--- src/source/emac_pkg.sv ---
package emac_pkg;

  // Host bus and address widths
  localparam int ADR_W  = 11;
  localparam int DATA_W = 32;
  localparam int MAC_W  = 48;

  // Register map
  localparam logic [ADR_W-1:0] REG_STAT    = 11'h081;
  localparam logic [ADR_W-1:0] REG_MYMACL  = 11'h082;
  localparam logic [ADR_W-1:0] REG_MYMACH  = 11'h083;
  localparam logic [ADR_W-1:0] REG_BUF     = 11'h084;
  localparam logic [ADR_W-1:0] REG_STARTTX = 11'h086;
  localparam logic [ADR_W-1:0] REG_DSTL    = 11'h08A;
  localparam logic [ADR_W-1:0] REG_DSTH    = 11'h08B;
  localparam logic [ADR_W-1:0] REG_TYPE    = 11'h08C;

  // Payload buffer, count needs one bit more than the pointer
  localparam int BUF_DEPTH = 64;
  localparam int BUF_CNT_W = 7;

  // Preamble and start-of-frame delimiter
  localparam logic [7:0] PREAMBLE_BYTE = 8'h55;
  localparam int         PREAMBLE_LEN  = 7;
  localparam logic [7:0] SFD_BYTE      = 8'hD5;

  // Destination, source and type bytes
  localparam int HDR_LEN = 14;

  // Reflected CRC-32 polynomial and start value
  localparam logic [31:0] CRC_POLY = 32'hEDB8_8320;
  localparam logic [31:0] CRC_INIT = 32'hFFFF_FFFF;

  // Host data word
  typedef logic [DATA_W-1:0] word_t;

  // One byte on the GMII transmit lines
  typedef logic [7:0] byte_t;

  typedef logic [MAC_W-1:0] mac_addr_t;

  typedef logic [15:0] ether_type_t;

endpackage

--- src/source/emac_regs.sv ---
`timescale 1ns/1ps

module emac_regs import emac_pkg::*; (
  input  logic                 tx_clk_i,
  input  logic                 reset_i,
  input  logic                 wr_en_i,
  input  logic                 rd_en_i,
  input  logic [ADR_W-1:0]     adr_i,
  input  word_t                wr_data_i,
  output word_t                rd_data_o,
  input  logic                 busy_i,
  input  logic [BUF_CNT_W-1:0] buf_count_i,
  output logic                 buf_push_o,
  output word_t                buf_data_o,
  output logic                 start_o,
  output mac_addr_t            my_mac_o,
  output mac_addr_t            dst_mac_o,
  output ether_type_t          ether_type_o
);

  word_t stat_word;
  word_t rd_mux;
  logic  start_req;

  // Status word: busy in bit 0, fill level from bit 8
  always_comb begin
    stat_word = '0;
    stat_word[0] = busy_i;
    stat_word[8 +: BUF_CNT_W] = buf_count_i;
  end

  // Payload goes straight to the buffer, only while idle
  assign buf_push_o = wr_en_i && (adr_i == REG_BUF) && !busy_i;
  assign buf_data_o = wr_data_i;

  // Start only when idle and there is something to send
  assign start_req = wr_en_i && (adr_i == REG_STARTTX) && !busy_i &&
                     (buf_count_i != '0);

  // Address and type registers
  always_ff @(posedge tx_clk_i or negedge reset_i) begin
    if (!reset_i) begin
      my_mac_o     <= '0;
      dst_mac_o    <= '0;
      ether_type_o <= '0;
    end else if (wr_en_i) begin
      case (adr_i)
        REG_MYMACL: my_mac_o[31:0]   <= wr_data_i;
        REG_MYMACH: my_mac_o[47:32]  <= wr_data_i[15:0];
        REG_DSTL:   dst_mac_o[31:0]  <= wr_data_i;
        REG_DSTH:   dst_mac_o[47:32] <= wr_data_i[15:0];
        REG_TYPE:   ether_type_o     <= wr_data_i[15:0];
        default: ;
      endcase
    end
  end

  // One-cycle start pulse, a cycle after the strobe
  always_ff @(posedge tx_clk_i or negedge reset_i) begin
    if (!reset_i) begin
      start_o <= 1'b0;
    end else begin
      start_o <= start_req;
    end
  end

  // Read mux, unmapped and write-only addresses give zero
  always_comb begin
    rd_mux = '0;
    case (adr_i)
      REG_STAT:   rd_mux = stat_word;
      REG_MYMACL: rd_mux = my_mac_o[31:0];
      REG_MYMACH: rd_mux[15:0] = my_mac_o[47:32];
      REG_DSTL:   rd_mux = dst_mac_o[31:0];
      REG_DSTH:   rd_mux[15:0] = dst_mac_o[47:32];
      REG_TYPE:   rd_mux[15:0] = ether_type_o;
      default: ;
    endcase
  end

  // Read data held until the next read strobe
  always_ff @(posedge tx_clk_i or negedge reset_i) begin
    if (!reset_i) begin
      rd_data_o <= '0;
    end else if (rd_en_i) begin
      rd_data_o <= rd_mux;
    end
  end

endmodule

--- src/source/emac_tx_buffer.sv ---
`timescale 1ns/1ps

module emac_tx_buffer import emac_pkg::*; #(
  parameter int DEPTH = BUF_DEPTH
) (
  input  logic                 tx_clk_i,
  input  logic                 reset_i,
  input  logic                 push_i,
  input  word_t                data_i,
  input  logic                 pop_i,
  output word_t                head_o,
  output logic [BUF_CNT_W-1:0] count_o
);

  localparam int PTR_W = $clog2(DEPTH);

  word_t            mem [DEPTH];
  logic [PTR_W-1:0] wr_ptr;
  logic [PTR_W-1:0] rd_ptr;
  logic             do_push;
  logic             do_pop;

  // Full buffer drops the word, empty one ignores a pop
  assign do_push = push_i && (count_o != DEPTH[BUF_CNT_W-1:0]);
  assign do_pop  = pop_i && (count_o != '0);

  // Word store
  always_ff @(posedge tx_clk_i) begin
    if (do_push) begin
      mem[wr_ptr] <= data_i;
    end
  end

  // Head word seen by the framer without delay
  assign head_o = mem[rd_ptr];

  // Pointers wrap naturally at a power-of-two depth
  always_ff @(posedge tx_clk_i or negedge reset_i) begin
    if (!reset_i) begin
      wr_ptr  <= '0;
      rd_ptr  <= '0;
      count_o <= '0;
    end else begin
      if (do_push) wr_ptr <= wr_ptr + 1'b1;
      if (do_pop)  rd_ptr <= rd_ptr + 1'b1;
      case ({do_push, do_pop})
        2'b10:   count_o <= count_o + 1'b1;
        2'b01:   count_o <= count_o - 1'b1;
        default: count_o <= count_o;
      endcase
    end
  end

endmodule

--- src/source/emac_crc32.sv ---
`timescale 1ns/1ps

module emac_crc32 import emac_pkg::*; (
  input  logic  tx_clk_i,
  input  logic  reset_i,
  input  logic  clear_i,
  input  logic  en_i,
  input  byte_t data_i,
  output word_t crc_o
);

  // One byte through the reflected LFSR, bit 0 first
  function automatic word_t crc_step(word_t crc, byte_t d);
    word_t c;
    c = crc;
    for (int i = 0; i < 8; i++) begin
      if (c[0] ^ d[i]) begin
        c = (c >> 1) ^ CRC_POLY;
      end else begin
        c = c >> 1;
      end
    end
    return c;
  endfunction

  // Clear wins over a byte in the same cycle
  always_ff @(posedge tx_clk_i or negedge reset_i) begin
    if (!reset_i) begin
      crc_o <= CRC_INIT;
    end else if (clear_i) begin
      crc_o <= CRC_INIT;
    end else if (en_i) begin
      crc_o <= crc_step(crc_o, data_i);
    end
  end

endmodule

--- src/source/emac_tx_framer.sv ---
`timescale 1ns/1ps

module emac_tx_framer import emac_pkg::*; (
  input  logic                 tx_clk_i,
  input  logic                 reset_i,
  input  logic                 start_i,
  input  mac_addr_t            my_mac_i,
  input  mac_addr_t            dst_mac_i,
  input  ether_type_t          ether_type_i,
  input  word_t                buf_head_i,
  input  logic [BUF_CNT_W-1:0] buf_count_i,
  output logic                 buf_pop_o,
  input  word_t                crc_i,
  output logic                 crc_clear_o,
  output logic                 crc_en_o,
  output byte_t                crc_data_o,
  output logic                 busy_o,
  output logic                 tx_en_o,
  output byte_t                tx_d_o
);

  typedef enum logic [2:0] {
    ST_IDLE, ST_PRE, ST_SFD, ST_HDR, ST_PAY, ST_FCS
  } state_t;

  state_t       state_q;
  state_t       state_d;
  logic [3:0]   cnt_q;
  logic [3:0]   cnt_d;
  logic         tx_en_d;
  byte_t        tx_d_d;
  logic [111:0] hdr;
  logic [3:0]   hdr_next;
  logic [3:0]   hdr_sel;
  logic [1:0]   pay_next;
  logic [1:0]   fcs_next;
  byte_t        hdr_byte;
  byte_t        pay_byte;
  byte_t        fcs_byte;

  // cnt_q indexes the byte now on the line, the *_next values the one after it
  assign hdr      = {dst_mac_i, my_mac_i, ether_type_i};
  assign hdr_next = (state_q == ST_HDR) ? cnt_q + 4'd1 : 4'd0;
  // Header goes out high byte first
  assign hdr_sel  = 4'd13 - hdr_next;
  assign hdr_byte = hdr[{hdr_sel, 3'b000} +: 8];

  // Payload MSB first, index wraps into the next word
  assign pay_next = (state_q == ST_PAY) ? cnt_q[1:0] + 2'd1 : 2'd0;
  assign pay_byte = buf_head_i[{~pay_next, 3'b000} +: 8];

  // FCS is the inverted CRC, low byte first
  assign fcs_next = (state_q == ST_FCS) ? cnt_q[1:0] + 2'd1 : 2'd0;
  assign fcs_byte = ~crc_i[{fcs_next, 3'b000} +: 8];

  // Start pulse already counts as busy so the host sees it a cycle early
  assign busy_o     = (state_q != ST_IDLE) || start_i;
  // CRC sees exactly the bytes registered for header and payload
  assign crc_data_o = tx_d_d;

  always_comb begin
    state_d     = state_q;
    cnt_d       = cnt_q;
    tx_en_d     = tx_en_o;
    tx_d_d      = tx_d_o;
    crc_clear_o = 1'b0;
    crc_en_o    = 1'b0;
    buf_pop_o   = 1'b0;
    case (state_q)
      ST_IDLE: begin
        if (start_i) begin
          state_d     = ST_PRE;
          cnt_d       = '0;
          tx_en_d     = 1'b1;
          tx_d_d      = PREAMBLE_BYTE;
          crc_clear_o = 1'b1;
        end
      end
      ST_PRE: begin
        if (cnt_q == PREAMBLE_LEN - 1) begin
          state_d = ST_SFD;
          tx_d_d  = SFD_BYTE;
        end else begin
          cnt_d  = cnt_q + 4'd1;
          tx_d_d = PREAMBLE_BYTE;
        end
      end
      ST_SFD: begin
        state_d  = ST_HDR;
        cnt_d    = '0;
        tx_d_d   = hdr_byte;
        crc_en_o = 1'b1;
      end
      ST_HDR: begin
        crc_en_o = 1'b1;
        if (cnt_q == HDR_LEN - 1) begin
          state_d = ST_PAY;
          cnt_d   = '0;
          tx_d_d  = pay_byte;
        end else begin
          cnt_d  = cnt_q + 4'd1;
          tx_d_d = hdr_byte;
        end
      end
      ST_PAY: begin
        // Pop as the last byte of the word is taken
        buf_pop_o = (cnt_q[1:0] == 2'd2);
        if (cnt_q[1:0] == 2'd3 && buf_count_i == '0) begin
          state_d = ST_FCS;
          cnt_d   = '0;
          tx_d_d  = fcs_byte;
        end else begin
          cnt_d    = {2'b00, pay_next};
          tx_d_d   = pay_byte;
          crc_en_o = 1'b1;
        end
      end
      ST_FCS: begin
        if (cnt_q[1:0] == 2'd3) begin
          state_d = ST_IDLE;
          tx_en_d = 1'b0;
          tx_d_d  = '0;
        end else begin
          cnt_d  = cnt_q + 4'd1;
          tx_d_d = fcs_byte;
        end
      end
      default: state_d = ST_IDLE;
    endcase
  end

  // Line outputs registered on the transmit clock
  always_ff @(posedge tx_clk_i or negedge reset_i) begin
    if (!reset_i) begin
      state_q <= ST_IDLE;
      cnt_q   <= '0;
      tx_en_o <= 1'b0;
      tx_d_o  <= '0;
    end else begin
      state_q <= state_d;
      cnt_q   <= cnt_d;
      tx_en_o <= tx_en_d;
      tx_d_o  <= tx_d_d;
    end
  end

endmodule

--- src/source/emac_tx_top.sv ---
`timescale 1ns/1ps

module emac_tx_top import emac_pkg::*; (
  input  logic             tx_clk_i,
  input  logic             reset_i,
  input  logic             wr_en_i,
  input  logic             rd_en_i,
  input  logic [ADR_W-1:0] adr_i,
  input  word_t            wr_data_i,
  output word_t            rd_data_o,
  output logic             tx_en_o,
  output byte_t            tx_d_o
);

  logic                 busy;
  logic                 start;
  logic                 buf_push;
  logic                 buf_pop;
  logic [BUF_CNT_W-1:0] buf_count;
  word_t                buf_data;
  word_t                buf_head;
  mac_addr_t            my_mac;
  mac_addr_t            dst_mac;
  ether_type_t          ether_type;
  logic                 crc_clear;
  logic                 crc_en;
  byte_t                crc_data;
  word_t                crc;

  // Host registers
  emac_regs i_regs (
    .tx_clk_i     (tx_clk_i),
    .reset_i      (reset_i),
    .wr_en_i      (wr_en_i),
    .rd_en_i      (rd_en_i),
    .adr_i        (adr_i),
    .wr_data_i    (wr_data_i),
    .rd_data_o    (rd_data_o),
    .busy_i       (busy),
    .buf_count_i  (buf_count),
    .buf_push_o   (buf_push),
    .buf_data_o   (buf_data),
    .start_o      (start),
    .my_mac_o     (my_mac),
    .dst_mac_o    (dst_mac),
    .ether_type_o (ether_type)
  );

  // Payload words
  emac_tx_buffer #(
    .DEPTH (BUF_DEPTH)
  ) i_buf (
    .tx_clk_i (tx_clk_i),
    .reset_i  (reset_i),
    .push_i   (buf_push),
    .data_i   (buf_data),
    .pop_i    (buf_pop),
    .head_o   (buf_head),
    .count_o  (buf_count)
  );

  // Transmit FCS
  emac_crc32 i_crc (
    .tx_clk_i (tx_clk_i),
    .reset_i  (reset_i),
    .clear_i  (crc_clear),
    .en_i     (crc_en),
    .data_i   (crc_data),
    .crc_o    (crc)
  );

  emac_tx_framer i_framer (
    .tx_clk_i     (tx_clk_i),
    .reset_i      (reset_i),
    .start_i      (start),
    .my_mac_i     (my_mac),
    .dst_mac_i    (dst_mac),
    .ether_type_i (ether_type),
    .buf_head_i   (buf_head),
    .buf_count_i  (buf_count),
    .buf_pop_o    (buf_pop),
    .crc_i        (crc),
    .crc_clear_o  (crc_clear),
    .crc_en_o     (crc_en),
    .crc_data_o   (crc_data),
    .busy_o       (busy),
    .tx_en_o      (tx_en_o),
    .tx_d_o       (tx_d_o)
  );

endmodule

--- config.mk ---
export PLATFORM = sky130hd
export DESIGN_NAME = emac_tx_top
export DESIGN_NICKNAME = d
export VERILOG_FILES = /design/src/source/emac_pkg.sv /design/src/source/emac_regs.sv /design/src/source/emac_tx_buffer.sv /design/src/source/emac_crc32.sv /design/src/source/emac_tx_framer.sv /design/src/source/emac_tx_top.sv
export SDC_FILE = /design/constraint.sdc
export NUM_CORES = 2
export LEC_CHECK = 0
export BUFFER_PORTS_ARGS = -buffer_cell sky130_fd_sc_hd__clkbuf_2
export CORE_MARGIN = 4
export CORE_UTILIZATION = 55
export CTS_CLUSTER_DIAMETER = 30
export DETAILED_ROUTE_END_ITERATION = 8
export PLACE_DENSITY = 0.71
export SLEW_MARGIN = 20
export SYNTH_ARGS = -nofsm -noshare
export SYNTH_HDL_FRONTEND = slang
export SYNTH_SLANG_ARGS = --single-unit
--- constraint.sdc ---
create_clock -name tx_clk_i -period 5.6 [get_ports tx_clk_i]
set_input_delay 0.56 -clock tx_clk_i [delete_from_list [all_inputs] [get_ports tx_clk_i]]
set_output_delay 0.56 -clock tx_clk_i [all_outputs]
set_load 0.01 [all_outputs]
==> flow_summary.ini <==
[clock_network]
path_clk_slew_ns = 0.05
clkLatencyLatePin_ns = 0.99
clockRootBuffer = clkbuf_16
cts_buffers = 429
clock_path_buffers = 4
cts_tree = done
cts.sink_count = 2260
cts_max_level = 5

[floorplan]
ioPinCount = 88
die-area_sq_um = 173000
dieWidth_microns = 416
rows = 149
die_h_microns = 416
core_sq_um = 165000
start_util_pct = 55.5

[pwr]
p_leak_uw = 0.0371
switchingPower_uw = 9180
combPwrFrac_pct = 1.9
clkPwrFrac_pct = 57.4
pwr-share-seq_pct = 40.6
internal-power_uw = 36400
sw_frac_of_total_pct = 20.2
irDropWorstVdd_mv = 0.279
power.density_nw_per_um2 = 410
finalPower_uw = 45500

[sta]
relSlewSlack_pct = 15.3
finalSetupTns_ns = 0
period_share_pct = 97.1
finalSetupViolations = 0
period_needed_ns = 5.44
rsz0062_at_grt = no
setup_ws_ns = 0.164
hold_ws_ns = 0.155
maxSlewViolCount = 0
fmax_ghz = 0.184
finalClockSkew_ns = 0.0897
worst_slew_pin_slew_ns = 1.27
finalHoldViolCount = 0

[placed_design]
preCtsSetupSlack_ns = 0.384
dp_hpwl_microns = 157000
dp_cells = 7034
gp_congestion = 0.948
port_buffers = 87

[global_route]
antenna_found_initial = 15
grt_pass1_vias = 52400
grt_pass1_wl_microns = 397000
overflow = 0
grt_usage_pct = 32.3
grt_max_degree = 120

[layout]
fill_cells = 10300
syn_to_final_growth_pct = 21.1
mostFrequentLayoutCells = edfxtp_1, clkbuf_16, mux4_2
seqCellArea_sq_um = 66900
nNetsFinal = 5337
final_common_cell = edfxtp_1
final_cell_count_no_fill = 7820
drive_gt1_share_pct = 31.6
multi_input_area_sq_um = 23100

[routing]
drc = 0
vias = 52800
drt-wirelength-per-cell_microns = 35.6
wl_microns = 279000
detail-route-antenna-nets = 0
avgViaCountPerCell = 6.75
drt-pass1-iter-count = 6
dr.first_iter.drc_count = 8677

[synthesis]
synthArstFlopShare_pct = 9.38
yosys-top-cells-area = edfxtp_1, mux4_2, dfrtp_1
synth_edf_count = 2048
netlist_instances = 4712
synth_cell_types = 113
synth_top_area_share_pct = 67.1
synth_seq_cells = 2260
yosysWarnings = 0
syn_area_sq_um = 91700
ys.flop_type = edfxtp_1
yosysSeqAreaShare_pct = 72.9
synth_nets = 4772
yosys.area.top_type = edfxtp_1
avgSynthCellArea_sq_um = 19.5

[setup_path]
critPathKind = reg -> reg
cp_max_fo = 25
cp_data_required_time_ns = 6.43
critPathCaptureType = flip-flop
critPathArrivalTime_ns = 6.27
critical_path.startpoint_type = flip-flop

[run_status]
outcome = complete, no violations

[run]
maxCapViolCount = 0

[worst_hold_path]
hp-class = in -> reg
## path summary, 6_finish.rpt
| check | from | endpoint | slack, ns | cells after the start |
|---|---|---|---|---|
| worst max-delay path | i_buf.rd_ptr[0] | i_crc.crc_o[19] | 0.16 | 14 |
| worst min-delay path | adr_i[2] | i_regs.start_o | 0.15 | 4 |
| worst max register to register | i_buf.rd_ptr[0] | i_crc.crc_o[19] | 0.16 | 14 |
| worst min register to register | i_buf.wr_ptr[2] | i_buf.wr_ptr[2] | 0.49 | 1 |
| max in group asynchronous | reset_i | i_regs.ether_type_o[2] | 4.17 | 3 |
| min in group asynchronous | reset_i | i_regs.start_o | 0.32 | 2 |
## synth_stat cells (44+ instances only)
master and instances:
mux2_2 158, o22ai_1 52, nor3_1 44, mux4_1 62, clkbuf_1 83, a21oi_1 82
mux4_2 350, mux2i_1 314, xnor2_1 48, edfxtp_1 2048, nand3_1 56, inv_1 46
dfrtp_1 180, o221ai_1 46, nor2_1 133, a22oi_1 60, o21ai_0 74, nand2_1 196
## power by group through the flow
stage,logic [uW],clock network (uW),registers (uW)
CTS,873,26300,18500
floorplan,364,0,18800
finish,882,26200,18500
detailed placement,868,0,18800
global placement,845,0,18800
global route,931,27200,18500
## flip-flops by register name (all words and copies together) (netlist names)
| register | flops |
|---|---|
| i_buf.rd_ptr | 6 |
| i_regs.rd_data_o | 32 |
| i_framer.tx_d_o | 8 |
| i_buf.wr_ptr | 6 |
| i_buf.mem | 2048 |
| i_framer.state_q | 3 |
| i_regs.my_mac_o | 48 |
| i_buf.count_o | 7 |
| i_regs.dst_mac_o | 48 |
| i_framer.cnt_q | 4 |
| i_regs.ether_type_o | 16 |
| i_crc.crc_o | 32 |
| i_framer.tx_en_o | 1 |
| i_regs.start_o | 1 |
## worst max-delay path: stages (launching register included)
cell and delay (ns):
dfrtp_4 0.69, buf_12 0.35, buf_12 0.26, mux4_2 0.53
nand2_1 0.09, nand2_1 0.12, a2111oi_1 0.91, buf_4 0.24
o31a_1 0.31, nor4b_1 0.09, or4_1 0.67, xnor2_4 0.36
xnor3_2 0.34, xnor2_1 0.14, a21oi_1 0.16
## layer usage
metal	GRT usage, %	share of wire (%)	vias to the layer above
li1	-	-	20700
met1	44.6	36	27200
met2	48.0	45	4089
met3	9.44	13	772
met4	15.0	5.3	10
met5	0.0278	0.023	-
## layout make-up
cell class	instances	area share [%]
Timing Repair Buffer	407	3.05
Clock buffer	480	10.0
Clock inverter	294	3.25
Tap cell	2189	2.47
Sequential cell	2260	60.2
Antenna cell	11	0.0248
Inverter	50	0.169
Multi-Input combinational cell	2129	20.8
## what timing repair did
item / in CTS / in global routing
setup endpoints to repair: 0 / 0
hold buffers: 1 / 0
endpoints found under the hold margin: 61 / 0
resized for setup: 0 / 0
buffers inserted: 0 / 0
## metrics by stage
stage          cell area, sq um  util, %
2_1_floorplan             91700        -
3_3_place_gp              96200     58.2
3_5_place_dp              96200     58.2
4_1_cts                  111000     67.1
5_1_grt                  111000     67.1
6_report                 111000     67.1
## cell families (layout without fill, tap and decap cells)
group / after synthesis / after routing / synth area share [%]
flip-flops: 2260 / 2260 / 72.9
AND/OR/NAND/NOR: 570 / 570 / 2.99
XOR/XNOR: 85 / 85 / 1.03
adder cells (fa/ha/maj): 13 / 13 / 0.186
AO/OA/AOI/OAI: 575 / 575 / 4.57
buffers and inverters: 323 / 1231 / 2.57
multiplexers: 886 / 886 / 15.8
other: 0 / 11 / 0
No activity file was read; power rests on OpenSTA's default activity.
